<file path="src/merc_pkg.sv">
// shared definitions for the LT2208 capture path
// buffer geometry, FX2 endpoint address, sample and FX2 control structs
`default_nettype none

package merc_pkg;

	// capture buffer geometry
	localparam int buf_aw    = 12;            // address bits of the sample RAM
	localparam int buf_depth = 1 << buf_aw;   // words per capture block, 4096

	// FX2 slave FIFO address lines, 2'b10 selects EP6
	localparam logic [1:0] ep6_fifo_adr = 2'd2;

	// one ADC sample, also one word on the FX2 data bus
	typedef logic [15:0] adc_word_t;

	// registered ADC word with its strobe
	typedef struct packed {
		adc_word_t data;    // derandomized sample
		logic      valid;   // sample strobe, delayed with data
	} adc_sample_t;

	// FX2 slave FIFO control pins, strobes all active low
	typedef struct packed {
		logic       slwr;      // write strobe
		logic       slrd;      // read strobe, unused here
		logic       sloe;      // FX2 output enable, unused here
		logic       pkend;     // packet end, held off
		logic [1:0] fifo_adr;  // endpoint select
	} fx2_ctrl_t;

	// idle pin state, write strobe released and EP6 selected
	localparam fx2_ctrl_t fx2_ctrl_idle = '{
		slwr:     1'b1,
		slrd:     1'b1,
		sloe:     1'b1,
		pkend:    1'b1,
		fifo_adr: ep6_fifo_adr
	};

endpackage

`default_nettype wire

</file>
<file path="src/fx2_ep6_writer.sv">
// FX2 slave FIFO write strobe for EP6
// wait for room, pulse SLWR low one cycle, release it and report the word taken
`timescale 1ns/1ps
`default_nettype none

module fx2_ep6_writer import merc_pkg::*; (
	input  wire       IFCLK,
	input  wire       rst,
	input  wire       send,        // words are waiting in the buffer
	input  wire       flagc,       // EP6 not full, high when it takes a word
	output fx2_ctrl_t fx2_ctrl,
	output logic      word_taken   // one cycle, after SLWR went back high
);

	typedef enum logic [1:0] {
		st_wait   = 2'd0,   // SLWR high, waiting for send and room
		st_strobe = 2'd1,   // SLWR low, FX2 takes fx2_fd
		st_done   = 2'd2    // SLWR high again, word_taken pulse
	} wr_state_t;

	wr_state_t state;

	always_ff @(posedge IFCLK) begin
		if (rst) begin
			state      <= st_wait;
			fx2_ctrl   <= fx2_ctrl_idle;
			word_taken <= 1'b0;
		end else begin
			// read side of the FX2 is never used
			fx2_ctrl.slrd     <= 1'b1;
			fx2_ctrl.sloe     <= 1'b1;
			fx2_ctrl.pkend    <= 1'b1;              // FX2 commits full packets itself
			fx2_ctrl.fifo_adr <= ep6_fifo_adr;
			case (state)
				st_wait: begin
					word_taken <= 1'b0;
					// flagc only looked at here, a word once begun always completes
					if (send && flagc) begin
						fx2_ctrl.slwr <= 1'b0;
						state         <= st_strobe;
					end else begin
						fx2_ctrl.slwr <= 1'b1;          // hold off while full
					end
				end
				st_strobe: begin
					fx2_ctrl.slwr <= 1'b1;             // FX2 latched on this edge
					word_taken    <= 1'b1;
					state         <= st_done;
				end
				st_done: begin
					word_taken <= 1'b0;
					state      <= st_wait;              // gives the RAM a cycle for the next word
				end
				default: begin
					fx2_ctrl.slwr <= 1'b1;
					word_taken    <= 1'b0;
					state         <= st_wait;
				end
			endcase
		end
	end

	// one strobe per word, a double strobe would push the same word twice
	a_slwr_single: assert property (
		@(posedge IFCLK) disable iff (rst)
		!fx2_ctrl.slwr |=> fx2_ctrl.slwr
	) else $error("fx2_ep6_writer: SLWR low for two cycles");

endmodule

`default_nettype wire

</file>
<file path="config.mk">
export PLATFORM = sky130hd
export DESIGN_NAME = fx2_ep6_writer
export DESIGN_NICKNAME = d
export VERILOG_FILES = /design/src/merc_pkg.sv /design/src/fx2_ep6_writer.sv
export SDC_FILE = /design/constraint.sdc
export NUM_CORES = 1
export LEC_CHECK = 0
export BUFFER_PORTS_ARGS = -buffer_cell sky130_fd_sc_hd__buf_2
export CORE_AREA = 2 2 39 41
export DETAILED_ROUTE_END_ITERATION = 6
export DIE_AREA = 0 0 41 43
export GPL_TIMING_DRIVEN = 0
export HOLD_SLACK_MARGIN = 0.15
export SETUP_SLACK_MARGIN = 0.4
export SLEW_MARGIN = 10
export SYNTH_ARGS = -nofsm -noshare
export SYNTH_HDL_FRONTEND = slang
export SYNTH_SLANG_ARGS = --single-unit
</file>
<file path="constraint.sdc">
create_clock -name IFCLK -period 0.8 [get_ports IFCLK]
set_input_delay 0.16 -clock IFCLK [delete_from_list [all_inputs] [get_ports IFCLK]]
set_output_delay 0.16 -clock IFCLK [all_outputs]
set_load 0.05 [all_outputs]
</file>
==> results by group <==
Status
  • Status: complete, but fails checks
  • Failing checks: setup timing

Critical path
  • Critical path startpoint category: register
  • CP endpoint kind: register
  • Crit path DAT: 1.00 ns
  • Critical Path RT: roughly 0.92 ns
  • Crit path kind: register to register
  • Critical path fanouts, max: 3

Logic synthesis
  • Unique cell type count in the Yosys netlist: 9
  • Sequential-to-total area share from yosys stat: 46.4%
  • Syn_area_per_cell: around 9.6 µm²
  • Syn Std Cell Area: between 150 and 200 µm²
  • Synth area leaders: dfxtp_1 46%, buf_4 22%, nor3b_1 8.7%, a211o_1 5.1%, conb_1 4.3%
  • Area leader, netlist: dfxtp_1
  • Mapped Cells: 18
  • Synth Warn #: 0
  • Yosys top cell area share: about 46%
  • Register bit count reported by yosys: 4

Global route
  • Overflow after GRT: 0
  • Wire length of the first global-routing pass: slightly above 600 µm
  • Initial antenna violation count: 0
  • Largest net degree at the start of global routing: 5
  • GRT Total Usage: about 6.3%
  • Vias in the first global route: 163

Layout
  • Ant diodes: 0
  • Final net count: 37
  • Post-route cell area: around 330 µm²
  • Finished Core Util: 23.9%
  • Share of cells above drive strength 1: about three quarters
  • Layout area overhead: 91.3%
  • Layout fillers: ~150

Drt
  • Vias per inst: 3.02
  • Final wirelength: ~360 µm
  • DRC violations left: 0
  • Avg WL per Cell: ~7.6 µm
  • Initial DRC Count: 0
  • Total vias in the final route: roughly 140
  • Final ANT Viol Nets: 0
  • Drt pass-1 iters: 1

Power
  • Cell Pwr Density: approximately 1800 nW/µm²
  • Maximum VDD drop: ~430 µV
  • Leak pwr: approximately 0.00015 µW

Timing
  • Max Clock Skew: ~0.0027 ns
  • Final Slew Violations: 0
  • Highest Clock Rate: between 1000 and 1500 MHz
  • Final hold violation count: 0
  • Setup ws final: -0.0773 ns
  • Minimum clock period: about 0.88 ns
  • RSZ-0062 raised after global routing: true
  • Final Cycle Share: 110%
  • Setup violations, final: 3

CTS
  • TritonCTS clock tree: done
  • Root Driver: clkbuf_4
  • Clock Sinks: 4
  • CTS H-tree depth: 1
  • Clk buf depth: 2
  • Clk pin slew, worst setup/hold paths: ~0.04 ns
  • Clk_lat worst skew: 0.24 ns
  • TritonCTS Buffers: 3

Floorplanning
  • # IOs: 11
  • Initial core utilization: 12.5%
  • Die Area: approximately 1800 µm²
  • Die height: 43 µm
  • Die width: 41 µm
  • Std-Cell Core Area: about 1400 µm²
  • Rows: 14

Placed design
  • Routability congestion estimate: 0.519
  • Post-place setup slack: -0.0992 ns
  • Port bufs: 5
  • Area after DPL: about 260 µm²

Hold path
  • Hold Crit Class: input port to register

Run
  • Maxcap violations: 0
[worst paths after layout]
| path | end | startpoint | cells after the start | slack [ns] |
|---|---|---|---|---|
| setup / recovery | fx2_ctrl[5]$_SDFFE_PP1P_ | state[1]$_SDFFE_PP0P_ | 3 | -0.08 |
| hold / removal | word_taken$_SDFF_PP0_ | rst | 2 | 0.15 |
| setup reg to reg | fx2_ctrl[5]$_SDFFE_PP1P_ | state[1]$_SDFFE_PP0P_ | 3 | -0.08 |
| hold reg to reg | state[0]$_SDFFE_PP0P_ | state[0]$_SDFFE_PP0P_ | 1 | 0.43 |
[worst max-delay path, stage by stage, from the launching register on]
cell and delay [ns]:
dfxtp_4 0.35, buf_6 0.10, nand2b_4 0.04, a211o_1 0.28
[synthesized netlist by cell type, drive strengths merged]
| library cell | number |
|---|---|
| a211o | 1 |
| buf | 5 |
| conb | 2 |
| dfxtp | 4 |
| nand2 | 1 |
| nand2b | 1 |
| nand3b | 1 |
| nor3b | 2 |
| nor4 | 1 |
[registers in the layout, indices dropped and copies added (netlist names)]
name	count
fx2_ctrl	1
state	2
word_taken	1
[final cells by class]
class                   count  area, µm²  area share, %
plain buffers               5       37.5           11.4
repair buffers              7       67.6           20.5
clock buffers               3       22.5           6.82
flip-flops and latches      4       92.6           28.0
well taps                  16       20.0           6.06
multi-input cells          12       90.1           27.3
[placed cells by master, fill, tap and decap left out]
cell / instances
buf_4: 5
conb_1: 5
clkbuf_4: 3
dfxtp_4: 3
buf_2: 3
nor3b_2: 2
buf_8: 2
buf_6: 2
nand2b_4: 1
nand3b_1: 1
a211o_1: 1
nand2_1: 1
nor4_2: 1
dfxtp_2: 1
[routing by layer]
metal	up-vias	wire (µm)	global-route usage [%]	part of all wire (%)
met1	61	115	5.11	32
met3	0	42	6.28	12
met5	-	0	0	0
li1	76	-	-	-
met2	5	198	8.13	56
met4	0	0	6.00	0
[logic make-up (layout without fill, tap and decap cells)]
logic type,count (synthesis),after routing,share of synthesized area (%)
flip-flops,4,4,46.4
AND/OR/NAND/NOR,6,6,22.5
AO/OA/AOI/OAI,1,1,5.07
other,2,5,4.35
buffers and inverters,5,15,21.7
[through the flow]
step	hold WS, ns	total power, µW	cells	setup TNS (ns)
after floorplan	0.221	305	21	-0.0767
after global placement	0.387	321	42	-0.103
final	0.152	593	47	-0.220
after CTS	0.142	601	47	-0.242
after global routing	0.146	630	47	-0.301
after detailed placement	0.385	321	42	-0.0992
[timing repair]
item                                    in CTS  in global routing
setup buffers                                2                  0
pin swaps                                    3                  1
endpoints found under the hold margin        3                  2
endpoints found under the setup margin       6                  6
gates resized for setup                     10                  0
[power by group]
part	internal, µW	switching [µW]
registers	201	6.27
clock network	168	90.3
logic	45.5	80.9
total	415	177
No activity file was read; power rests on OpenSTA's default activity.
