==> config.mk <==
export PLATFORM = sky130hd
export DESIGN_NAME = adc_derandomizer
export DESIGN_NICKNAME = d
export VERILOG_FILES = /design/src/merc_pkg.sv /design/src/adc_derandomizer.sv
export SDC_FILE = /design/constraint.sdc
export NUM_CORES = 1
export LEC_CHECK = 0
export BUFFER_PORTS_ARGS = -buffer_cell sky130_fd_sc_hd__buf_2
export CORE_AREA = 2 2 39 41
export DETAILED_ROUTE_END_ITERATION = 6
export DIE_AREA = 0 0 41 43
export PLACE_DENSITY = 0.76
export SYNTH_ARGS = -nofsm -noshare
export SYNTH_HDL_FRONTEND = slang
export SYNTH_SLANG_ARGS = --single-unit
==> constraint.sdc <==
create_clock -name IFCLK -period 0.8 [get_ports IFCLK]
set_input_delay 0.16 -clock IFCLK [delete_from_list [all_inputs] [get_ports IFCLK]]
set_output_delay 0.16 -clock IFCLK [all_outputs]
set_load 0.005 [all_outputs]
==> src/merc_pkg.sv <==
// shared definitions for the LT2208 capture path
// buffer geometry, FX2 endpoint address, sample and FX2 control structs
`default_nettype none

package merc_pkg;

	// capture buffer geometry
	localparam int buf_aw    = 12;            // address bits of the sample RAM
	localparam int buf_depth = 1 << buf_aw;   // words per capture block, 4096

	// FX2 slave FIFO address lines, 2'b10 selects EP6
	localparam logic [1:0] ep6_fifo_adr = 2'd2;

	// one ADC sample, also one word on the FX2 data bus
	typedef logic [15:0] adc_word_t;

	// registered ADC word with its strobe
	typedef struct packed {
		adc_word_t data;    // derandomized sample
		logic      valid;   // sample strobe, delayed with data
	} adc_sample_t;

	// FX2 slave FIFO control pins, strobes all active low
	typedef struct packed {
		logic       slwr;      // write strobe
		logic       slrd;      // read strobe, unused here
		logic       sloe;      // FX2 output enable, unused here
		logic       pkend;     // packet end, held off
		logic [1:0] fifo_adr;  // endpoint select
	} fx2_ctrl_t;

	// idle pin state, write strobe released and EP6 selected
	localparam fx2_ctrl_t fx2_ctrl_idle = '{
		slwr:     1'b1,
		slrd:     1'b1,
		sloe:     1'b1,
		pkend:    1'b1,
		fifo_adr: ep6_fifo_adr
	};

endpackage

`default_nettype wire

==> src/adc_derandomizer.sv <==
// LT2208 input register
// registers the ADC word with its strobe and removes the output randomizer
`timescale 1ns/1ps
`default_nettype none

module adc_derandomizer import merc_pkg::*; (
	input  wire         IFCLK,
	input  wire         rst,
	input  wire  adc_word_t adc,        // raw ADC pins
	input  wire         adc_valid,      // sample strobe from the ADC side
	input  wire         rand_en,        // randomizer is on in the LT2208
	output adc_sample_t clean_sample
);

	adc_word_t plain_word;

	// the randomizer XORs bits 15..1 with bit 0, so the same rule undoes it
	always_comb begin
		if (rand_en && adc[0])
			plain_word = {~adc[15:1], adc[0]};
		else
			plain_word = adc;   // randomizer off or bit 0 clear
	end

	// strobe is control, cleared so nothing reaches the RAM before real data
	always_ff @(posedge IFCLK) begin
		if (rst)
			clean_sample.valid <= 1'b0;
		else
			clean_sample.valid <= adc_valid;
	end

	always_ff @(posedge IFCLK) begin
		clean_sample.data <= plain_word;   // payload, no reset
	end

endmodule

`default_nettype wire

==> flow_metrics.env, run 1 <==
export IMPL_final_hold_violation_count=0
export IMPL_cp_num_buf_inv=1
export IMPL_antenna_cells=0
export IMPL_die_width_um=41
export IMPL_setup_violations=17
export IMPL_crit_path_end_kind="output port"
export IMPL_gp_congestion=0.558
export IMPL_worst_hold_slack_ps=21.8
export IMPL_cp_arrival_ps=710
export IMPL_path_class="flip-flop to output port"
export IMPL_avgSynthCellArea_sq_um=14.4
export IMPL_ir_drop_mv=1.14
export IMPL_clk_path_buf_depth=2
export IMPL_violations="setup timing"
export IMPL_ios=37
export IMPL_fill_cells=126
export IMPL_grt_max_degree=16
export IMPL_nNetsFinal=95
export IMPL_wl_per_cell_um=9.17
export IMPL_start_util_pct=36.4
export IMPL_totalWireLength_um=825
export IMPL_port_buffer_count=36
export IMPL_setup_slack_ps=-65.1
export IMPL_syn_to_final_growth_pct=47.9
export IMPL_min_path_cells=1
export IMPL_layout_common_cells="buf_2, xnor2_1, dfxtp_1, dfxtp_2, buf_6"
export IMPL_cp_cell_sequence="buf_6"
export IMPL_required_ps=640
export IMPL_hold_path_class="primary input to flip-flop"
export IMPL_rows=14
export IMPL_synthCells=35
export IMPL_grt_total_usage_pct=9.42
export IMPL_firstDrtPassIters=1
export IMPL_vias=351
export IMPL_yosysSeqAreaShare_pct=67.5
export IMPL_ys_seq_elements=17
export IMPL_fmax_ghz=1.16
export IMPL_final_cell_count_no_fill=90
export IMPL_avgViaCountPerCell=3.90
export IMPL_cts_tree="done"
export IMPL_clkTransAtPathRegs_ps=90
export IMPL_p_leak_nw=0.355
export IMPL_coreArea_sq_mm=0.00138
export IMPL_grt_overflow=0
export IMPL_slew_headroom_pct=83.3
export IMPL_largest_register_ffs=17
export IMPL_dieArea_sq_mm=0.00176
export IMPL_setup_tns_ps=-914
export IMPL_min_to="clean_sample[1]$_DFF_P_"
export IMPL_die_y_um=43
export IMPL_regMostFlops="clean_sample"
export IMPL_htreeDepth=1
export IMPL_period_needed_ps=865
export IMPL_ctsHoldBuffers=0
export IMPL_drive_gt1_share_pct=59.5
export IMPL_critPathLaunchType="flip-flop"
export IMPL_cp_num_cells=1
export IMPL_cpLargestDelayFamily="flip-flops"
export IMPL_p_per_area_mw_per_mm2=2190
export IMPL_antenna_left=0
export IMPL_drc=0
export IMPL_synth_nets=55
export IMPL_grt_pass1_vias=305
export IMPL_cp_max_fo=1
export IMPL_timing_final_crit_share_pct=108
export IMPL_slowest_stage="dfxtp_2"
export IMPL_cts_sinks=17
export IMPL_cp_slowest_stage_delay_ps=330
export IMPL_top_regs="clean_sample (17)"
export IMPL_cts_buffers=3
export IMPL_rsz0062_at_grt="yes"
export IMPL_drt_iter0_markers=0
export IMPL_antenna_found_initial=0
export IMPL_final_common_cell="buf_2"
export IMPL_worst_pin_slew_ps=251
export IMPL_netlist_area_sq_um=504
export IMPL_yosysUniqueCellTypes=5
export IMPL_grt_pass1_wl_um=1120
export IMPL_outcome="finished, violations left"
export IMPL_slew_violations=0
export IMPL_cap_violations=0
export IMPL_cts_root_buffer_cell="clkbuf_4"
export IMPL_hp_start="adc[0]"
export IMPL_final_core_util_pct=53.9
export IMPL_placed_cells=86
export IMPL_yosysWarnings=0
export IMPL_preCtsSetupSlack_ps=70.1
==> cell type report <==
| class | count | area [sq um] | area share, % |
|---|---|---|---|
| repair buffers | 36 | 205 | 27.5 |
| well taps | 16 | 20.0 | 2.68 |
| flip-flops and latches | 17 | 345 | 46.3 |
| multi-input cells | 17 | 149 | 20.0 |
| clock buffers | 4 | 26.3 | 3.52 |
==> per-stage QoR <==
step                cell area [sq um]  power (mW)
global route                      746        1.74
detailed placement                689        1.20
floorplan                         504        1.07
global placement                  689        1.20
CTS                               716        1.63
finish                            746        1.64
==> what timing repair did <==
| item | CTS | global route |
|---|---|---|
| gates cloned | 0 | 0 |
| setup buffers | 0 | 0 |
| endpoints found under the hold margin | 0 | 0 |
| resized for setup | 0 | 8 |
| endpoints found under the setup margin | 17 | 17 |
==> per-layer routing <==
metal  share of wire (%)  GRT usage (%)  vias up
li1                    -              -      182
met1                  37           10.9      144
met2                  45           14.4       25
met3                  18           4.19        0
met4                   0           4.00        0
met5                   0              0        -
==> how the worst max path moves through the flow <==
stage,startpoint,endpoint
6_report,clean_sample[5]$_DFF_P_,clean_sample[5]
5_1_grt,clean_sample[10]$_DFF_P_,clean_sample[10]
4_1_cts,clean_sample[5]$_DFF_P_,clean_sample[5]
3_5_place_dp,adc[0],clean_sample[4]$_DFF_P_
3_3_place_gp,adc[0],clean_sample[4]$_DFF_P_
2_1_floorplan,rand_en,clean_sample[10]$_DFF_P_
==> report_power, final <==
group / total (mW) / switching [mW] / leakage (nW) / internal, mW
logic: 0.253 / 0.0925 / 0.197 / 0.160
clock network: 0.425 / 0.232 / 0.0150 / 0.193
registers: 0.957 / 0.0218 / 0.143 / 0.935
total: 1.64 / 0.347 / 0.355 / 1.29
==> synthesized netlist by cell type <==
library cell / number / share of area, %
nand2_4: 1 / 2.2
nor2b_1: 1 / 1.2
xnor2_1: 15 / 26
buf_8: 1 / 3.0
dfxtp_1: 17 / 67
==> cell families (layout without fill, tap and decap cells) <==
kind of cell / after synthesis / in the layout / synth area share, %
xor+xnor: 15 / 15 / 26.1
buf+inv: 1 / 40 / 2.98
flops: 17 / 17 / 67.5
simple gates: 2 / 2 / 3.47
Note: power is estimated with default switching activity, not from simulation.
==> run 2: changes to the inputs <==
--- a/config.mk
+++ b/config.mk
@@ -9,7 +9,9 @@
 export CORE_AREA = 2 2 39 41
 export DETAILED_ROUTE_END_ITERATION = 6
 export DIE_AREA = 0 0 41 43
+export GPL_ROUTABILITY_DRIVEN = 0
 export PLACE_DENSITY = 0.76
+export SETUP_SLACK_MARGIN = 0.2
 export SYNTH_ARGS = -nofsm -noshare
 export SYNTH_HDL_FRONTEND = slang
 export SYNTH_SLANG_ARGS = --single-unit
==> run 2 against run 1 <==
Compared with the run above: the flow still finishes with violations (setup timing); sequential power is essentially flat; hold slack worse by 0.66 ps; count of clock-buffer cells in the layout is the same; setup slack got worse by 6.2 ps; combinational power rose by 6%; non-clock buffer count is the same; core utilization up 1.2 points; wire length grew 6.3%; clock power is 2% higher; sequential cell count is the same; sequential share of layout area shrank 0.82 points.
==> flow_metrics.env, run 2 (same netlist as run 1, synthesis figures left out) <==
export IMPL_outcome="finished, violations left"
export IMPL_violations="setup timing"
export IMPL_clk_path_buf_depth=2
export IMPL_cts_setup_buffers=0
export IMPL_top_regs="clean_sample (17)"
export IMPL_avgViaCountPerCell=4.07
export IMPL_swShare_pct=21.9
export IMPL_dieArea_sq_mm=0.00176
export IMPL_grt_pass1_wl_um=1210
export IMPL_port_buffer_count=36
export IMPL_fin_area_sq_um=762
export IMPL_antenna_found_initial=0
export IMPL_preCtsSetupSlack_ps=99.3
export IMPL_combPwrFrac_pct=16.0
export IMPL_internal_power_mw=1.30
export IMPL_final_common_cell="buf_2"
export IMPL_setup_slack_ps=-71.2
export IMPL_vias=366
export IMPL_timing_final_crit_share_pct=109
export IMPL_cpLargestDelayFamily="flip-flops"
export IMPL_syn_to_final_growth_pct=51.1
export IMPL_hold_path_class="primary input to flip-flop"
export IMPL_rows=14
export IMPL_dr_wl_met3_um=135
export IMPL_wl_per_cell_um=9.74
export IMPL_power_frac_seq_pct=57.8
export IMPL_ir_drop_mv=0.951
export IMPL_firstDrtPassIters=3
export IMPL_cp_cell_sequence="buf_6"
export IMPL_rsz0062_at_grt="yes"
export IMPL_cp_slowest_stage_delay_ps=330
export IMPL_clock_power_share_pct=26.2
export IMPL_p_per_area_mw_per_mm2=2180
export IMPL_hp_start="rst"
export IMPL_required_ps=640
export IMPL_nNetsFinal=95
export IMPL_final_hold_violation_count=0
export IMPL_antenna_left=0
export IMPL_drt_met1_wl_um=297
export IMPL_totalWireLength_um=877
export IMPL_worst_hold_slack_ps=21.1
export IMPL_min_path_cells=2
export IMPL_drive_gt1_share_pct=60.8
export IMPL_top_layer_used="met3"
export IMPL_critPathLaunchType="flip-flop"
export IMPL_grt_total_usage_pct=10.6
export IMPL_cts_tree="done"
export IMPL_grt_pass1_vias=334
export IMPL_htreeDepth=1
export IMPL_coreArea_sq_mm=0.00138
export IMPL_cp_arrival_ps=710
export IMPL_grt_max_degree=16
export IMPL_clkTransAtPathRegs_ps=90
export IMPL_slowest_stage="dfxtp_2"
export IMPL_antenna_cells=0
export IMPL_switchingPower_uw=363
export IMPL_drt_iter0_markers=1
export IMPL_die_width_um=41
export IMPL_cts_root_buffer_cell="clkbuf_4"
export IMPL_start_util_pct=36.4
export IMPL_min_to="clean_sample[0]$_SDFF_PP0_"
export IMPL_crit_path_end_kind="output port"
export IMPL_ios=37
export IMPL_cap_violations=0
export IMPL_cp_num_buf_inv=1
export IMPL_placed_area_sq_um=698
export IMPL_period_needed_ps=871
export IMPL_slew_headroom_pct=89.8
export IMPL_grt_overflow=0
export IMPL_regMostFlops="clean_sample"
export IMPL_slew_violations=0
export IMPL_fmax_ghz=1.15
export IMPL_cts_buffers=3
export IMPL_cts_sinks=17
export IMPL_setup_violations=17
export IMPL_path_class="flip-flop to output port"
export IMPL_layout_common_cells="buf_2, xnor2_1, dfxtp_1, dfxtp_2, buf_6"
export IMPL_p_leak_nw=0.354
export IMPL_worst_pin_slew_ps=152
export IMPL_die_y_um=43
export IMPL_largest_register_ffs=17
export IMPL_cp_max_fo=1
export IMPL_wl_met2_um=444
export IMPL_drc=0
-- run 2: cell counts in the layout (fill, tap and decap cells not counted) --
No cell type changed its count.
-- run 2: metrics by stage --
stage	utilization (%)	power [mW]	TNS [ps]	cells
after floorplan	-	1.07	0	35
after global placement	50.5	1.20	0	86
after detailed placement	50.5	1.21	0	86
after CTS	52.4	1.65	-1200	90
after global routing	55.1	1.77	-1760	90
final	55.1	1.66	-996	90
-- run 2: how the worst max path moves through the flow --
stage	from	end	cells past startpoint
5_1_grt	clean_sample[9]$_DFF_P_	clean_sample[9]	1
3_5_place_dp	adc[0]	clean_sample[2]$_DFF_P_	3
4_1_cts	clean_sample[2]$_DFF_P_	clean_sample[2]	1
2_1_floorplan	rand_en	clean_sample[10]$_DFF_P_	3
3_3_place_gp	adc[0]	clean_sample[4]$_DFF_P_	3
6_report	clean_sample[6]$_DFF_P_	clean_sample[6]	1
-- run 2: per-layer routing --
layer	vias up	GRT usage (%)
li1	182	-
met1	160	8.55
met2	24	17.8
met3	0	5.24
met4	0	8.00
met5	-	0
-- run 2: layout make-up --
class | count | area (sq um)
Fill cell | 137 | 622
Sequential cell | 17 | 347
Timing Repair Buffer | 36 | 211
Multi-Input combinational cell | 17 | 158
Clock buffer | 4 | 26.3
Tap cell | 16 | 20.0
-- run 2: what timing repair did --
action | CTS | global route
pin swaps | 0 | 0
setup endpoints to repair | 17 | 17
hold buffers | 0 | 0
gates resized for setup | 0 | 10
-- run 2: power groups by stage --
stage	logic, mW	registers, mW	clock network (mW)
global route	0.296	0.969	0.501
global placement	0.235	0.968	0
finish	0.267	0.960	0.435
floorplan	0.0880	0.985	0
CTS	0.242	0.948	0.460
detailed placement	0.241	0.968	0
