File: src/merc_pkg.sv
// shared definitions for the LT2208 capture path
// buffer geometry, FX2 endpoint address, sample and FX2 control structs
`default_nettype none

package merc_pkg;

	// capture buffer geometry
	localparam int buf_aw    = 12;            // address bits of the sample RAM
	localparam int buf_depth = 1 << buf_aw;   // words per capture block, 4096

	// FX2 slave FIFO address lines, 2'b10 selects EP6
	localparam logic [1:0] ep6_fifo_adr = 2'd2;

	// one ADC sample, also one word on the FX2 data bus
	typedef logic [15:0] adc_word_t;

	// registered ADC word with its strobe
	typedef struct packed {
		adc_word_t data;    // derandomized sample
		logic      valid;   // sample strobe, delayed with data
	} adc_sample_t;

	// FX2 slave FIFO control pins, strobes all active low
	typedef struct packed {
		logic       slwr;      // write strobe
		logic       slrd;      // read strobe, unused here
		logic       sloe;      // FX2 output enable, unused here
		logic       pkend;     // packet end, held off
		logic [1:0] fifo_adr;  // endpoint select
	} fx2_ctrl_t;

	// idle pin state, write strobe released and EP6 selected
	localparam fx2_ctrl_t fx2_ctrl_idle = '{
		slwr:     1'b1,
		slrd:     1'b1,
		sloe:     1'b1,
		pkend:    1'b1,
		fifo_adr: ep6_fifo_adr
	};

endpackage

`default_nettype wire

File: src/capture_sequencer.sv
// capture and readout sequencer
// idle -> capture one block of valid samples -> read it out word by word
// owns both RAM addresses and the busy level
`timescale 1ns/1ps
`default_nettype none

module capture_sequencer import merc_pkg::*; (
	input  wire               IFCLK,
	input  wire               rst,
	input  wire               arm,           // one-cycle start pulse
	input  wire  adc_sample_t clean_sample,
	input  wire               word_taken,    // writer finished one FX2 word
	output logic              wr_en,
	output logic [buf_aw-1:0] wr_addr,
	output logic [buf_aw-1:0] rd_addr,
	output logic              send,          // readout request to the writer
	output logic              busy
);

	typedef enum logic [1:0] {
		ph_idle    = 2'd0,
		ph_capture = 2'd1,
		ph_readout = 2'd2
	} phase_t;

	phase_t phase;
	logic   wr_last;   // this write fills the block
	logic   rd_last;   // this word is the last of the block

	// the addresses double as written and sent counts
	assign wr_last = (wr_addr == buf_aw'(buf_depth - 1));
	assign rd_last = (rd_addr == buf_aw'(buf_depth - 1));

	// only strobed samples are stored, and only while capturing
	assign wr_en = clean_sample.valid && (phase == ph_capture);

	assign send = (phase == ph_readout);
	assign busy = (phase != ph_idle);     // high from arm until the last word is out

	always_ff @(posedge IFCLK) begin
		if (rst) begin
			phase   <= ph_idle;
			wr_addr <= '0;
			rd_addr <= '0;
		end else begin
			case (phase)
				ph_idle: begin
					// arm outside idle never gets here, so it is ignored while busy
					if (arm) begin
						phase   <= ph_capture;
						wr_addr <= '0;
						rd_addr <= '0;   // word 0 is already on the bus at readout
					end
				end
				ph_capture: begin
					if (wr_en) begin
						wr_addr <= wr_addr + 1'b1;
						if (wr_last)
							phase <= ph_readout;   // block full
					end
				end
				ph_readout: begin
					// next word settles on fx2_fd while the writer waits in state 0
					if (word_taken) begin
						rd_addr <= rd_addr + 1'b1;
						if (rd_last)
							phase <= ph_idle;
					end
				end
				default: phase <= ph_idle;
			endcase
		end
	end

	// the writer only starts a word while send is high, and send drops only
	// on the last word_taken, so a stray pulse means the two FSMs disagree
	a_taken_in_readout: assert property (
		@(posedge IFCLK) disable iff (rst)
		word_taken |-> (phase == ph_readout)
	) else $error("capture_sequencer: word_taken outside readout");

	// buffer must not change under the read port during readout
	a_wr_only_capture: assert property (
		@(posedge IFCLK) disable iff (rst)
		(phase != ph_capture) |-> !wr_en
	) else $error("capture_sequencer: RAM write outside capture");

endmodule

`default_nettype wire

File: config.mk
export PLATFORM = sky130hd
export DESIGN_NAME = capture_sequencer
export DESIGN_NICKNAME = d
export VERILOG_FILES = /design/src/merc_pkg.sv /design/src/capture_sequencer.sv
export SDC_FILE = /design/constraint.sdc
export NUM_CORES = 1
export LEC_CHECK = 0
export ABC_AREA = 1
export BUFFER_PORTS_ARGS = -buffer_cell sky130_fd_sc_hd__buf_4
export CORE_ASPECT_RATIO = 0.6
export CORE_MARGIN = 5
export CORE_UTILIZATION = 50
export CTS_BUF_LIST = sky130_fd_sc_hd__clkbuf_8
export DETAILED_ROUTE_END_ITERATION = 10
export PLACE_DENSITY = 0.81
export RECOVER_POWER = 25
export SYNTH_ARGS = -nofsm -noshare
export SYNTH_HDL_FRONTEND = slang
export SYNTH_SLANG_ARGS = --single-unit
File: constraint.sdc
create_clock -name IFCLK -period 1.35 [get_ports IFCLK]
set_input_delay 0.135 -clock IFCLK [delete_from_list [all_inputs] [get_ports IFCLK]]
set_output_delay 0.135 -clock IFCLK [all_outputs]
set_load 0.05 [all_outputs]
==> results of run 1 <==
[metrics by stage]
stage	TNS, ns	cell area [µm²]	util, %	worst slack, ns	power, mW
3_5_place_dp	-0.0355	1630	65.1	-0.0317	1.14
5_1_grt	-0.153	1760	70.3	-0.0390	1.70
6_report	0	1760	70.3	0.0298	1.62
4_1_cts	0	1680	67.1	0.000200	1.58
2_1_floorplan	-0.0413	1330	-	-0.0413	1.04
3_3_place_gp	0	1630	65.1	0.0279	1.12
[routing by layer]
layer	part of all wire, %	track usage (%)	vias to the layer above	routed length (µm)
met5	0	0	-	0
met2	46	28.0	32	1600
met4	0.67	3.20	0	23
met1	47	24.2	612	1610
met3	5.9	5.07	5	203
li1	-	-	679	-
[critical path: cells and delay by family (launching register included)]
kind                   cells  cell delay (ns)
buffers and inverters      4             0.45
DFF                        1             0.36
and+or+nand+nor            1             0.10
[cell usage after synthesis (all sizes together)]
cell      n  area, µm²
buf       2       22.5
o21bai    1       7.51
a211oi    2       15.0
nand3    15       90.1
a21oi    18       90.1
o21ai    11       58.8
and3      1       6.26
nand4     3       33.8
clkbuf    1       3.75
nand2    39        154
dfxtp    26        521
inv      26       97.6
nor3b     1       7.51
a2bb2oi   2       17.5
ha        2       25.0
nor2     30        134
nor3      2       10.0
o21a      1       7.51
[what timing repair did]
action	in CTS	in global routing
pin swaps	0	4
endpoints found under the hold margin	0	0
endpoints found under the setup margin	4	17
gates resized for setup	3	22
hold buffers	0	0
buffers inserted	0	4
[layout make-up]
cell class,count,area [µm²]
Clock inverter,1,3.75
Multi-Input combinational cell,128,728
Timing Repair Buffer,42,297
Tap cell,32,40.0
Fill cell,210,743
Clock buffer,3,41.3
Sequential cell,26,554
Inverter,26,97.6
[worst max-delay path by stage]
stage,endpoint,cells after the start,slack (ns)
4_1_cts,wr_en,5,0.0002
6_report,wr_en,5,0.03
3_3_place_gp,wr_addr[6],6,0.03
2_1_floorplan,rd_addr[10],6,-0.04
3_5_place_dp,wr_addr[6],6,-0.03
5_1_grt,rd_addr[9],8,-0.04
[kinds of logic after synthesis]
group	Yosys count
and+or+nand+nor	91
AOI/OAI and AO/OA	35
buffers and inverters	29
DFF	26
adders and majority gates	2
[registers in the layout, summed over array words and instances, names as in the netlist]
signal,count
phase,2
wr_addr,12
rd_addr,12
[power by group]
| part | total (mW) | internal, mW | switching [mW] |
|---|---|---|---|
| Combinational | 0.370 | 0.130 | 0.240 |
| Sequential | 0.803 | 0.783 | 0.0203 |
| Clock | 0.444 | 0.204 | 0.240 |
| Total | 1.62 | 1.12 | 0.501 |
==> flow_summary.rst, run 1 <==
.. list-table::
   :header-rows: 1

   * - Metric
     - Value
   * - Remaining DRCs
     - 0
   * - Ratio of final minimum period to clock period
     - 97.8%
   * - Status
     - finished, final reports clean
   * - Die Y
     - 49.5 µm
   * - Power density of the placed cells
     - 918 nW/µm²
   * - VDD IR max
     - 0.000616 V
   * - Minimum clock period after layout
     - 1.32 ns
   * - Fin Hold WS
     - 0.103 ns
   * - Number of storage elements in the synthesis netlist
     - 26
   * - Final non-filler cell total
     - 258
   * - Maximum clock frequency
     - 757 MHz
   * - Share of cell area taken by muxes after synthesis
     - 0%
   * - Most common cell after layout, fill and taps aside
     - nand2_1
   * - Number of cells in the design after placement
     - 250
   * - Startpoint-to-endpoint class of the critical path
     - register to output pin
   * - Synth Area in Adders
     - 1.92%
   * - Number of global-route vias before repair
     - 1212
   * - Leakage
     - 0.756 nW
   * - DIE WIDTH
     - 75.9 µm
   * - First-pass GRT wire length
     - 5230 µm
   * - Critical R2R Launch
     - phase[0]
   * - Largest net degree at the start of global routing
     - 15
   * - Hold path start
     - rst
   * - Total Routed Length
     - 3440 µm
   * - Least-Margin Pin Slew
     - 0.323 ns
   * - Max Fanout on Critical Path
     - 4
   * - Start point of the critical path
     - phase[1]
   * - Maximum level of the CTS H-tree
     - 1
   * - Gate count of the mapped netlist
     - 183
   * - Final count of negative-setup-slack endpoints
     - 0
   * - Post-Syn Nets
     - 206
   * - Most used cells in the layout excluding fill and tap cells
     - 35 x nand2_1, 32 x buf_4, 23 x inv_1
   * - Global-route usage over all layers
     - 17.8%
   * - First drt pass iteration count
     - 4
   * - Largest family of logic cells by synthesized area
     - simple AND/OR/NAND/NOR gates
   * - Total vias in the final route
     - 1328
   * - RSZ-0062 raised after global routing
     - true
   * - Number of port buffers
     - 31
   * - Worst R2R End
     - rd_addr[9]
   * - Total Die Area
     - 3760 µm²
   * - Crit end category
     - output pin
   * - Clock-pin slew of the registers on the worst-case setup and hold paths
     - 0.09 ns
   * - Clock tree from TritonCTS
     - yes
   * - Number of antenna violations at the first check in global routing
     - 0
   * - Number of core rows
     - 14
   * - Endpoint required time on the critical path
     - 1.22 ns
   * - Crit path cell chain
     - inv_2 -> nand3_2 -> buf_4 -> inv_1 -> buf_4
   * - Setup crit start kind
     - register
   * - Max Slew Vio Count
     - 0
   * - Number of buffers on the longest clock path
     - 2
   * - Hold Path Stages
     - 2
   * - Weighted congestion at the end of routability-driven global placement
     - 0.827
   * - Hold Violations, Final
     - 0
   * - Source-to-sink clock delay at the later pin of the worst-skew pair
     - 0.27 ns
   * - Sequential share of the synthesized area
     - 40.0%
   * - Initial detailed-routing violation count
     - 95
   * - Slowest stage cell on the critical path
     - dfxtp_2
   * - Clock buffer count from CTS
     - 3
   * - Worst slew margin relative to its limit
     - 78.4%
   * - Depth of the worst register-to-register path
     - 8
   * - Simple-gate share of the synthesized area
     - 33.5%
   * - Worst min path class
     - input port to register
   * - Crit path top cell by count
     - buf_4
   * - Clock root buffer
     - clkbuf_8
   * - GRT Residual Overflow
     - 0
   * - Post-synthesis to final-layout area growth
     - 35.4%
   * - Endpoint arrival time on the critical path
     - 1.19 ns
   * - XOR/XNOR share of the synthesized area
     - 0%
   * - Netlist Area Pre-Place
     - 1300 µm²
   * - Compound-gate portion of the synthesized area
     - 15.1%
   * - DP Wirelength
     - 2590 µm
   * - Clock Skews
     - 0.00813 ns
   * - Number of unique standard cell types used by synthesis
     - 26
   * - Clock sink count
     - 26
   * - Top-Level Pins
     - 48
   * - Longest individual stage delay on the worst path
     - 0.36 ns
   * - Final net count
     - 250
   * - Worst hold endpoint
     - wr_addr[1]
   * - Yosys warns
     - 0
   * - Number of antenna-violating nets in the routed design
     - 0
   * - Detailed-route vias per instance
     - 5.15
   * - Starting utilization of the core area
     - 51.9%
   * - Antenna fix cells
     - 0
   * - Core Footprint
     - 2500 µm²
   * - Worst reg-to-reg setup slack
     - 0.05 ns
   * - Average wire per standard cell
     - 13.3 µm
   * - Max-Cap Viols
     - 0
   * - Synth Area per Inst
     - 7.11 µm²
   * - Proportion of layout cells with a drive suffix above 1
     - 39.4%
Power figures use the tool's default switching activity.
==> run 2: changes to the inputs <==
Settings changed: CTS_BUF_LIST sky130_fd_sc_hd__clkbuf_8 to sky130_fd_sc_hd__clkbuf_4.
==> flow_summary.rst, run 2 (synthesis gave the netlist of run 1 again) <==
.. list-table::
   :header-rows: 1

   * - Metric
     - Value
   * - Worst min path class
     - input port to register (unchanged)
   * - Clock Skews
     - 0.0130 ns (was 0.00813 ns)
   * - Post-Place Worst Slack
     - -0.0317 ns (unchanged)
   * - DP Wirelength
     - 2590 µm (unchanged)
   * - Core Footprint
     - 2500 µm² (unchanged)
   * - Total Routed Length
     - 3530 µm (was 3440 µm)
   * - VDD IR max
     - 0.000453 V (was 0.000616 V)
   * - Starting utilization of the core area
     - 51.9% (unchanged)
   * - Final net count
     - 250 (unchanged)
   * - Total vias in the final route
     - 1343 (was 1328)
   * - Setup crit start kind
     - register (unchanged)
   * - Power density of the placed cells
     - 881 nW/µm² (was 918 nW/µm²)
   * - Design internal power
     - 1.06 mW (was 1.12 mW)
   * - Largest net degree at the start of global routing
     - 15 (unchanged)
   * - Fin Hold WS
     - 0.0402 ns (was 0.103 ns)
   * - Remaining DRCs
     - 0 (unchanged)
   * - Number of core rows
     - 14 (unchanged)
   * - Post-synthesis to final-layout area growth
     - 36.0% (was 35.4%)
   * - Minimum clock period after layout
     - 1.33 ns (was 1.32 ns)
   * - Startpoint-to-endpoint class of the critical path
     - register to register (was register to output pin)
   * - Maximum level of the CTS H-tree
     - 1 (unchanged)
   * - Proportion of total power due to net switching
     - 32.1% (was 31.0%)
   * - Ratio of final minimum period to clock period
     - 98.6% (was 97.8%)
   * - Worst slew margin relative to its limit
     - 77.7% (was 78.4%)
   * - Total Die Area
     - 3760 µm² (unchanged)
   * - DIE WIDTH
     - 75.9 µm (unchanged)
   * - Leakage
     - 0.753 nW (was 0.756 nW)
   * - Status
     - finished, final reports clean (unchanged)
   * - Most common cell after layout, fill and taps aside
     - nand2_1 (unchanged)
   * - Clock tree from TritonCTS
     - yes (unchanged)
   * - Antenna fix cells
     - 0 (unchanged)
   * - Average wire per standard cell
     - 13.7 µm (was 13.3 µm)
   * - Most used cells in the layout excluding fill and tap cells
     - 35 x nand2_1, 30 x buf_4, 23 x nor2_1 (was 35 x nand2_1, 32 x buf_4, 23 x inv_1)
   * - First-pass GRT wire length
     - 5150 µm (was 5230 µm)
   * - Max-Cap Viols
     - 0 (unchanged)
   * - Final count of negative-setup-slack endpoints
     - 0 (unchanged)
   * - Weighted congestion at the end of routability-driven global placement
     - 0.827 (unchanged)
   * - Initial detailed-routing violation count
     - 82 (was 95)
   * - Switch Pwr
     - 0.500 mW (was 0.501 mW)
   * - Hold Violations, Final
     - 0 (unchanged)
   * - Clock buffer count from CTS
     - 3 (unchanged)
   * - Combinational share of power
     - 25.0% (was 22.9%)
   * - RSZ-0062 raised after global routing
     - true (unchanged)
   * - Number of global-route vias before repair
     - 1215 (was 1212)
   * - Sequential share of power
     - 51.8% (was 49.7%)
   * - Max Fanout on Critical Path
     - 4 (unchanged)
   * - Number of antenna-violating nets in the routed design
     - 0 (unchanged)
   * - Max Slew Vio Count
     - 0 (unchanged)
   * - Total Power Consumption
     - 1.56 mW (was 1.62 mW)
   * - Maximum clock frequency
     - 751 MHz (was 757 MHz)
   * - Worst-case setup margin in the final layout
     - 0.0190 ns (was 0.0298 ns)
   * - Clock-pin slew of the registers on the worst-case setup and hold paths
     - 0.14 ns (was 0.09 ns)
   * - First drt pass iteration count
     - 4 (unchanged)
   * - Crit end category
     - register (was output pin)
   * - Endpoint arrival time on the critical path
     - 1.54 ns (was 1.19 ns)
   * - Clock sink count
     - 26 (unchanged)
   * - Top-Level Pins
     - 48 (unchanged)
   * - Number of port buffers
     - 31 (unchanged)
   * - Biggest registers after layout
     - rd_addr: 12 flops, wr_addr: 12 flops, phase: 2 flops (unchanged)
   * - Source-to-sink clock delay at the later pin of the worst-skew pair
     - 0.32 ns (was 0.27 ns)
   * - Clock root buffer
     - clkbuf_4 (was clkbuf_8)
   * - Clock group share of total power
     - 23.2% (was 27.4%)
   * - Least-Margin Pin Slew
     - 0.333 ns (was 0.323 ns)
   * - Detailed-route vias per instance
     - 5.21 (was 5.15)
   * - Die Y
     - 49.5 µm (unchanged)
   * - Global-route usage over all layers
     - 17.6% (was 17.8%)
   * - Number of antenna violations at the first check in global routing
     - 0 (unchanged)
   * - Number of buffers on the longest clock path
     - 2 (unchanged)
   * - GRT Residual Overflow
     - 0 (unchanged)
   * - Proportion of layout cells with a drive suffix above 1
     - 38.5% (was 39.4%)
   * - Endpoint required time on the critical path
     - 1.56 ns (was 1.22 ns)
[run 2: path summary, 6_finish.rpt]
path,from,endpoint,slack [ns],cells after the start
max,wr_addr[1],wr_addr[6],0.02,6
min,rst,wr_addr[1],0.04,2
max reg2reg,wr_addr[1],wr_addr[6],0.02,6
min reg2reg,rd_addr[9],rd_addr[9],0.50,1
[run 2: metrics by stage]
stage | utilization, % | cells | TNS [ns] | instance area, µm²
2_1_floorplan | - | 183 | -0.0413 | 1330
3_3_place_gp | 65.1 | 250 | 0 | 1630
3_5_place_dp | 65.1 | 250 | -0.0355 | 1630
4_1_cts | 66.8 | 254 | 0 | 1670
5_1_grt | 70.6 | 258 | -0.224 | 1770
6_report | 70.6 | 258 | 0 | 1770
[run 2: final cells by class]
| type | instances | area [µm²] |
|---|---|---|
| Timing Repair Buffer | 42 | 314 |
| Multi-Input combinational cell | 128 | 728 |
| Clock buffer | 4 | 30.0 |
| Tap cell | 32 | 40.0 |
| Sequential cell | 26 | 557 |
| Fill cell | 211 | 736 |
| Inverter | 26 | 100 |
[run 2: layer usage]
layer	share of wire [%]	vias to the layer above	wire (µm)	global-route usage, %
met4	1.4	0	49	4.94
met2	47	39	1640	26.8
met1	46	617	1610	23.9
li1	-	681	-	-
met3	6.5	6	228	5.07
met5	0	-	0	0
[run 2: power by group through the flow]
stage                     logic, mW  clock network (mW)  registers, mW
final                         0.389               0.362          0.808
after global routing          0.412               0.414          0.811
after CTS                     0.324               0.374          0.800
after detailed placement      0.320                   0          0.815
after global placement        0.309                   0          0.813
after floorplan               0.199                   0          0.845
[run 2: timing repair]
action / in CTS / in global routing
endpoints found under the hold margin: 0 / 0
gates resized for setup: 7 / 24
setup buffers: 0 / 4
endpoints found under the setup margin: 6 / 14
pin swaps: 0 / 3
hold buffers: 0 / 0
[run 2: critical path, cell delays in order (launching register included)]
cell and delay [ns]:
dfxtp_4 0.39, ha_1 0.17, nand2_1 0.09, nor2_2 0.14, nand2_1 0.12, o21ai_1 0.20, a2bb2oi_1 0.11
==> run 3: changes to the inputs <==
Settings changed: CORE_ASPECT_RATIO 0.6 to unset, TNS_END_PERCENT set to 30.
==> flow_summary.rst, run 3 (synthesis gave the netlist of run 1 again) <==
.. list-table::
   :header-rows: 1

   * - Metric
     - Value
   * - Number of antenna violations at the first check in global routing
     - 0 (unchanged)
   * - Final count of negative-setup-slack endpoints
     - 0 (unchanged)
   * - Weighted congestion at the end of routability-driven global placement
     - 0.842 (was 0.827)
   * - Clock tree from TritonCTS
     - yes (unchanged)
   * - Post-synthesis to final-layout area growth
     - 36.1% (was 36.0%)
   * - Ratio of final minimum period to clock period
     - 96.0% (was 98.6%)
   * - Number of cells in the design after placement
     - 248 (was 250)
   * - Least-Margin Pin Slew
     - 0.306 ns (was 0.333 ns)
   * - Crit path cell chain
     - nor2_2 -> nand2_2 -> inv_2 -> nor2_8 -> buf_4 -> nand2_1 -> o21ai_1 -> o21a_1 (was ha_1 -> nand2_1 -> nor2_2 -> nand2_1 -> o21ai_1 -> a2bb2oi_1)
   * - Hold Violations, Final
     - 0 (unchanged)
   * - Number of global-route vias before repair
     - 1247 (was 1215)
   * - Global-route usage over all layers
     - 18.3% (was 17.6%)
   * - Power density of the placed cells
     - 865 nW/µm² (was 881 nW/µm²)
   * - Clock root buffer
     - clkbuf_4 (unchanged)
   * - Final net count
     - 253 (was 250)
   * - Longest individual stage delay on the worst path
     - 0.39 ns (about the same)
   * - Max Fanout on Critical Path
     - 10 (was 4)
   * - Core Footprint
     - 2480 µm² (was 2500 µm²)
   * - DP Wirelength
     - 2430 µm (was 2590 µm)
   * - Maximum level of the CTS H-tree
     - 1 (unchanged)
   * - Initial detailed-routing violation count
     - 45 (was 82)
   * - Max Slew Vio Count
     - 0 (unchanged)
   * - Number of antenna-violating nets in the routed design
     - 0 (unchanged)
   * - Total Routed Length
     - 3230 µm (was 3530 µm)
   * - Average wire per standard cell
     - 12.5 µm (was 13.7 µm)
   * - Clock buffer count from CTS
     - 3 (unchanged)
   * - Met1 wire length
     - 1360 µm (was 1610 µm)
   * - Topmost layer with routed signal wires
     - met4 (unchanged)
   * - Biggest registers after layout
     - rd_addr: 12 flops, wr_addr: 12 flops, phase: 2 flops (unchanged)
   * - Critical R2R Launch
     - phase[0] (was wr_addr[1])
   * - Top-Level Pins
     - 48 (unchanged)
   * - Worst hold endpoint
     - phase[1] (was wr_addr[1])
   * - Worst slew margin relative to its limit
     - 79.5% (was 77.7%)
   * - Total Die Area
     - 3720 µm² (was 3760 µm²)
   * - GRT Residual Overflow
     - 0 (unchanged)
   * - Status
     - finished, final reports clean (unchanged)
   * - First-pass GRT wire length
     - 5200 µm (was 5150 µm)
   * - Clock Skews
     - 0.00537 ns (was 0.0130 ns)
   * - Leakage
     - 0.760 nW (was 0.753 nW)
   * - VDD IR max
     - 0.000597 V (was 0.000453 V)
   * - Fin Hold WS
     - 0.0546 ns (was 0.0402 ns)
   * - Worst min path class
     - input port to register (unchanged)
   * - Endpoint required time on the critical path
     - 1.62 ns (was 1.56 ns)
   * - Clock sink count
     - 26 (unchanged)
   * - Source-to-sink clock delay at the later pin of the worst-skew pair
     - 0.32 ns (about the same)
   * - Number of port buffers
     - 31 (unchanged)
   * - Number of buffers on the longest clock path
     - 2 (unchanged)
   * - Detail Route met2 WL
     - 1660 µm (was 1640 µm)
   * - Worst R2R End
     - rd_addr[4] (was wr_addr[6])
   * - Starting utilization of the core area
     - 52.5% (was 51.9%)
   * - Die Y
     - 61.0 µm (was 49.5 µm)
   * - Final design area excluding fillers
     - 1770 µm² (about the same)
   * - Number of fillers in the final layout
     - 196 (was 211)
   * - Slowest stage cell on the critical path
     - dfxtp_4 (unchanged)
   * - First drt pass iteration count
     - 4 (unchanged)
   * - Worst-case setup margin in the final layout
     - 0.0536 ns (was 0.0190 ns)
   * - Startpoint-to-endpoint class of the critical path
     - register to register (unchanged)
   * - Worst reg-to-reg setup slack
     - 0.05 ns (was 0.02 ns)
   * - Most common cell after layout, fill and taps aside
     - nand2_1 (unchanged)
   * - Hold path start
     - rst (unchanged)
   * - Largest net degree at the start of global routing
     - 15 (unchanged)
   * - Maximum clock frequency
     - 771 MHz (was 751 MHz)
   * - Total vias in the final route
     - 1351 (was 1343)
   * - RSZ-0062 raised after global routing
     - true (unchanged)
   * - Detailed-route vias per instance
     - 5.22 (was 5.21)
   * - Proportion of layout cells with a drive suffix above 1
     - 38.9% (was 38.5%)
   * - Number of core rows
     - 18 (was 14)
   * - Antenna fix cells
     - 0 (unchanged)
   * - Post-place instance area
     - 1640 µm² (was 1630 µm²)
   * - DIE WIDTH
     - 61.0 µm (was 75.9 µm)
   * - Endpoint arrival time on the critical path
     - 1.57 ns (was 1.54 ns)
   * - Remaining DRCs
     - 0 (unchanged)
   * - Met3 layer wire length in the routed design
     - 174 µm (was 228 µm)
   * - Clock-pin slew of the registers on the worst-case setup and hold paths
     - 0.14 ns (about the same)
   * - Crit end category
     - register (unchanged)
   * - Setup crit start kind
     - register (unchanged)
   * - Max-Cap Viols
     - 0 (unchanged)
   * - Hold Path Stages
     - 2 (unchanged)
   * - Most used cells in the layout excluding fill and tap cells
     - 36 x nand2_1, 33 x buf_4, 23 x inv_1 (was 35 x nand2_1, 30 x buf_4, 23 x nor2_1)
   * - Final non-filler cell total
     - 259 (was 258)
   * - Post-Place Worst Slack
     - -0.0173 ns (was -0.0317 ns)
   * - Minimum clock period after layout
     - 1.30 ns (was 1.33 ns)
   * - Depth of the worst register-to-register path
     - 8 (was 6)
run 3: cell count changes in the layout (fill, tap and decap cells not counted), moves of 2 or more:
cell	previous run	this run
inv_1	21	23
buf_4	30	33
nor2_4	4	1
nor2_2	2	6
dfxtp_1	9	11
run 3: routing by layer:
| metal | vias up | GRT usage (%) |
|---|---|---|
| li1 | 683 | - |
| met1 | 633 | 22.1 |
| met2 | 31 | 31.3 |
| met3 | 4 | 4.61 |
| met4 | 0 | 6.81 |
| met5 | - | 0 |
run 3: critical path: cells and delay by family, from the launching register on:
kind	cells	cell delay [ns]
AO/OA/AOI/OAI	2	0.20
buffers and inverters	2	0.23
flip-flops	1	0.39
AND/OR/NAND/NOR	4	0.44
run 3: how the worst max path moves through the flow:
stage	startpoint	end	cells after the start
after floorplan	rd_addr[7]	rd_addr[11]	7
after global placement	rd_addr[0]	rd_addr[10]	6
after detailed placement	rd_addr[0]	rd_addr[10]	6
after CTS	phase[1]	wr_addr[7]	8
after global routing	rd_addr[0]	rd_addr[10]	7
final	phase[0]	rd_addr[4]	8
run 3: repair_timing:
action | in CTS | in global routing
hold buffers | 0 | 0
resized for setup | 2 | 21
pin swaps | 0 | 4
buffers inserted | 0 | 7
endpoints found under the setup margin | 2 | 19
run 3: stage by stage:
stage	utilization, %	power [mW]	TNS [ns]
after floorplan	-	1.04	-0.0922
after global placement	66.2	1.14	0
after detailed placement	66.2	1.15	-0.0173
after CTS	67.5	1.48	0
after global routing	71.5	1.61	-0.278
final	71.5	1.53	0
run 3: cell type report:
type | count | area (µm²) | share of cell area, %
multi-input combinational | 128 | 722 | 40.8
sequential | 26 | 552 | 31.2
timing repair buffer | 45 | 335 | 18.9
inverter | 26 | 97.6 | 5.51
tap | 30 | 37.5 | 2.12
clock buffer | 3 | 22.5 | 1.27
clock inverter | 1 | 3.75 | 0.212
run 3: report_power, final:
group | total (mW) | switching, mW | internal [mW]
Combinational | 0.399 | 0.244 | 0.155
Clock | 0.332 | 0.224 | 0.108
Sequential | 0.801 | 0.0174 | 0.784
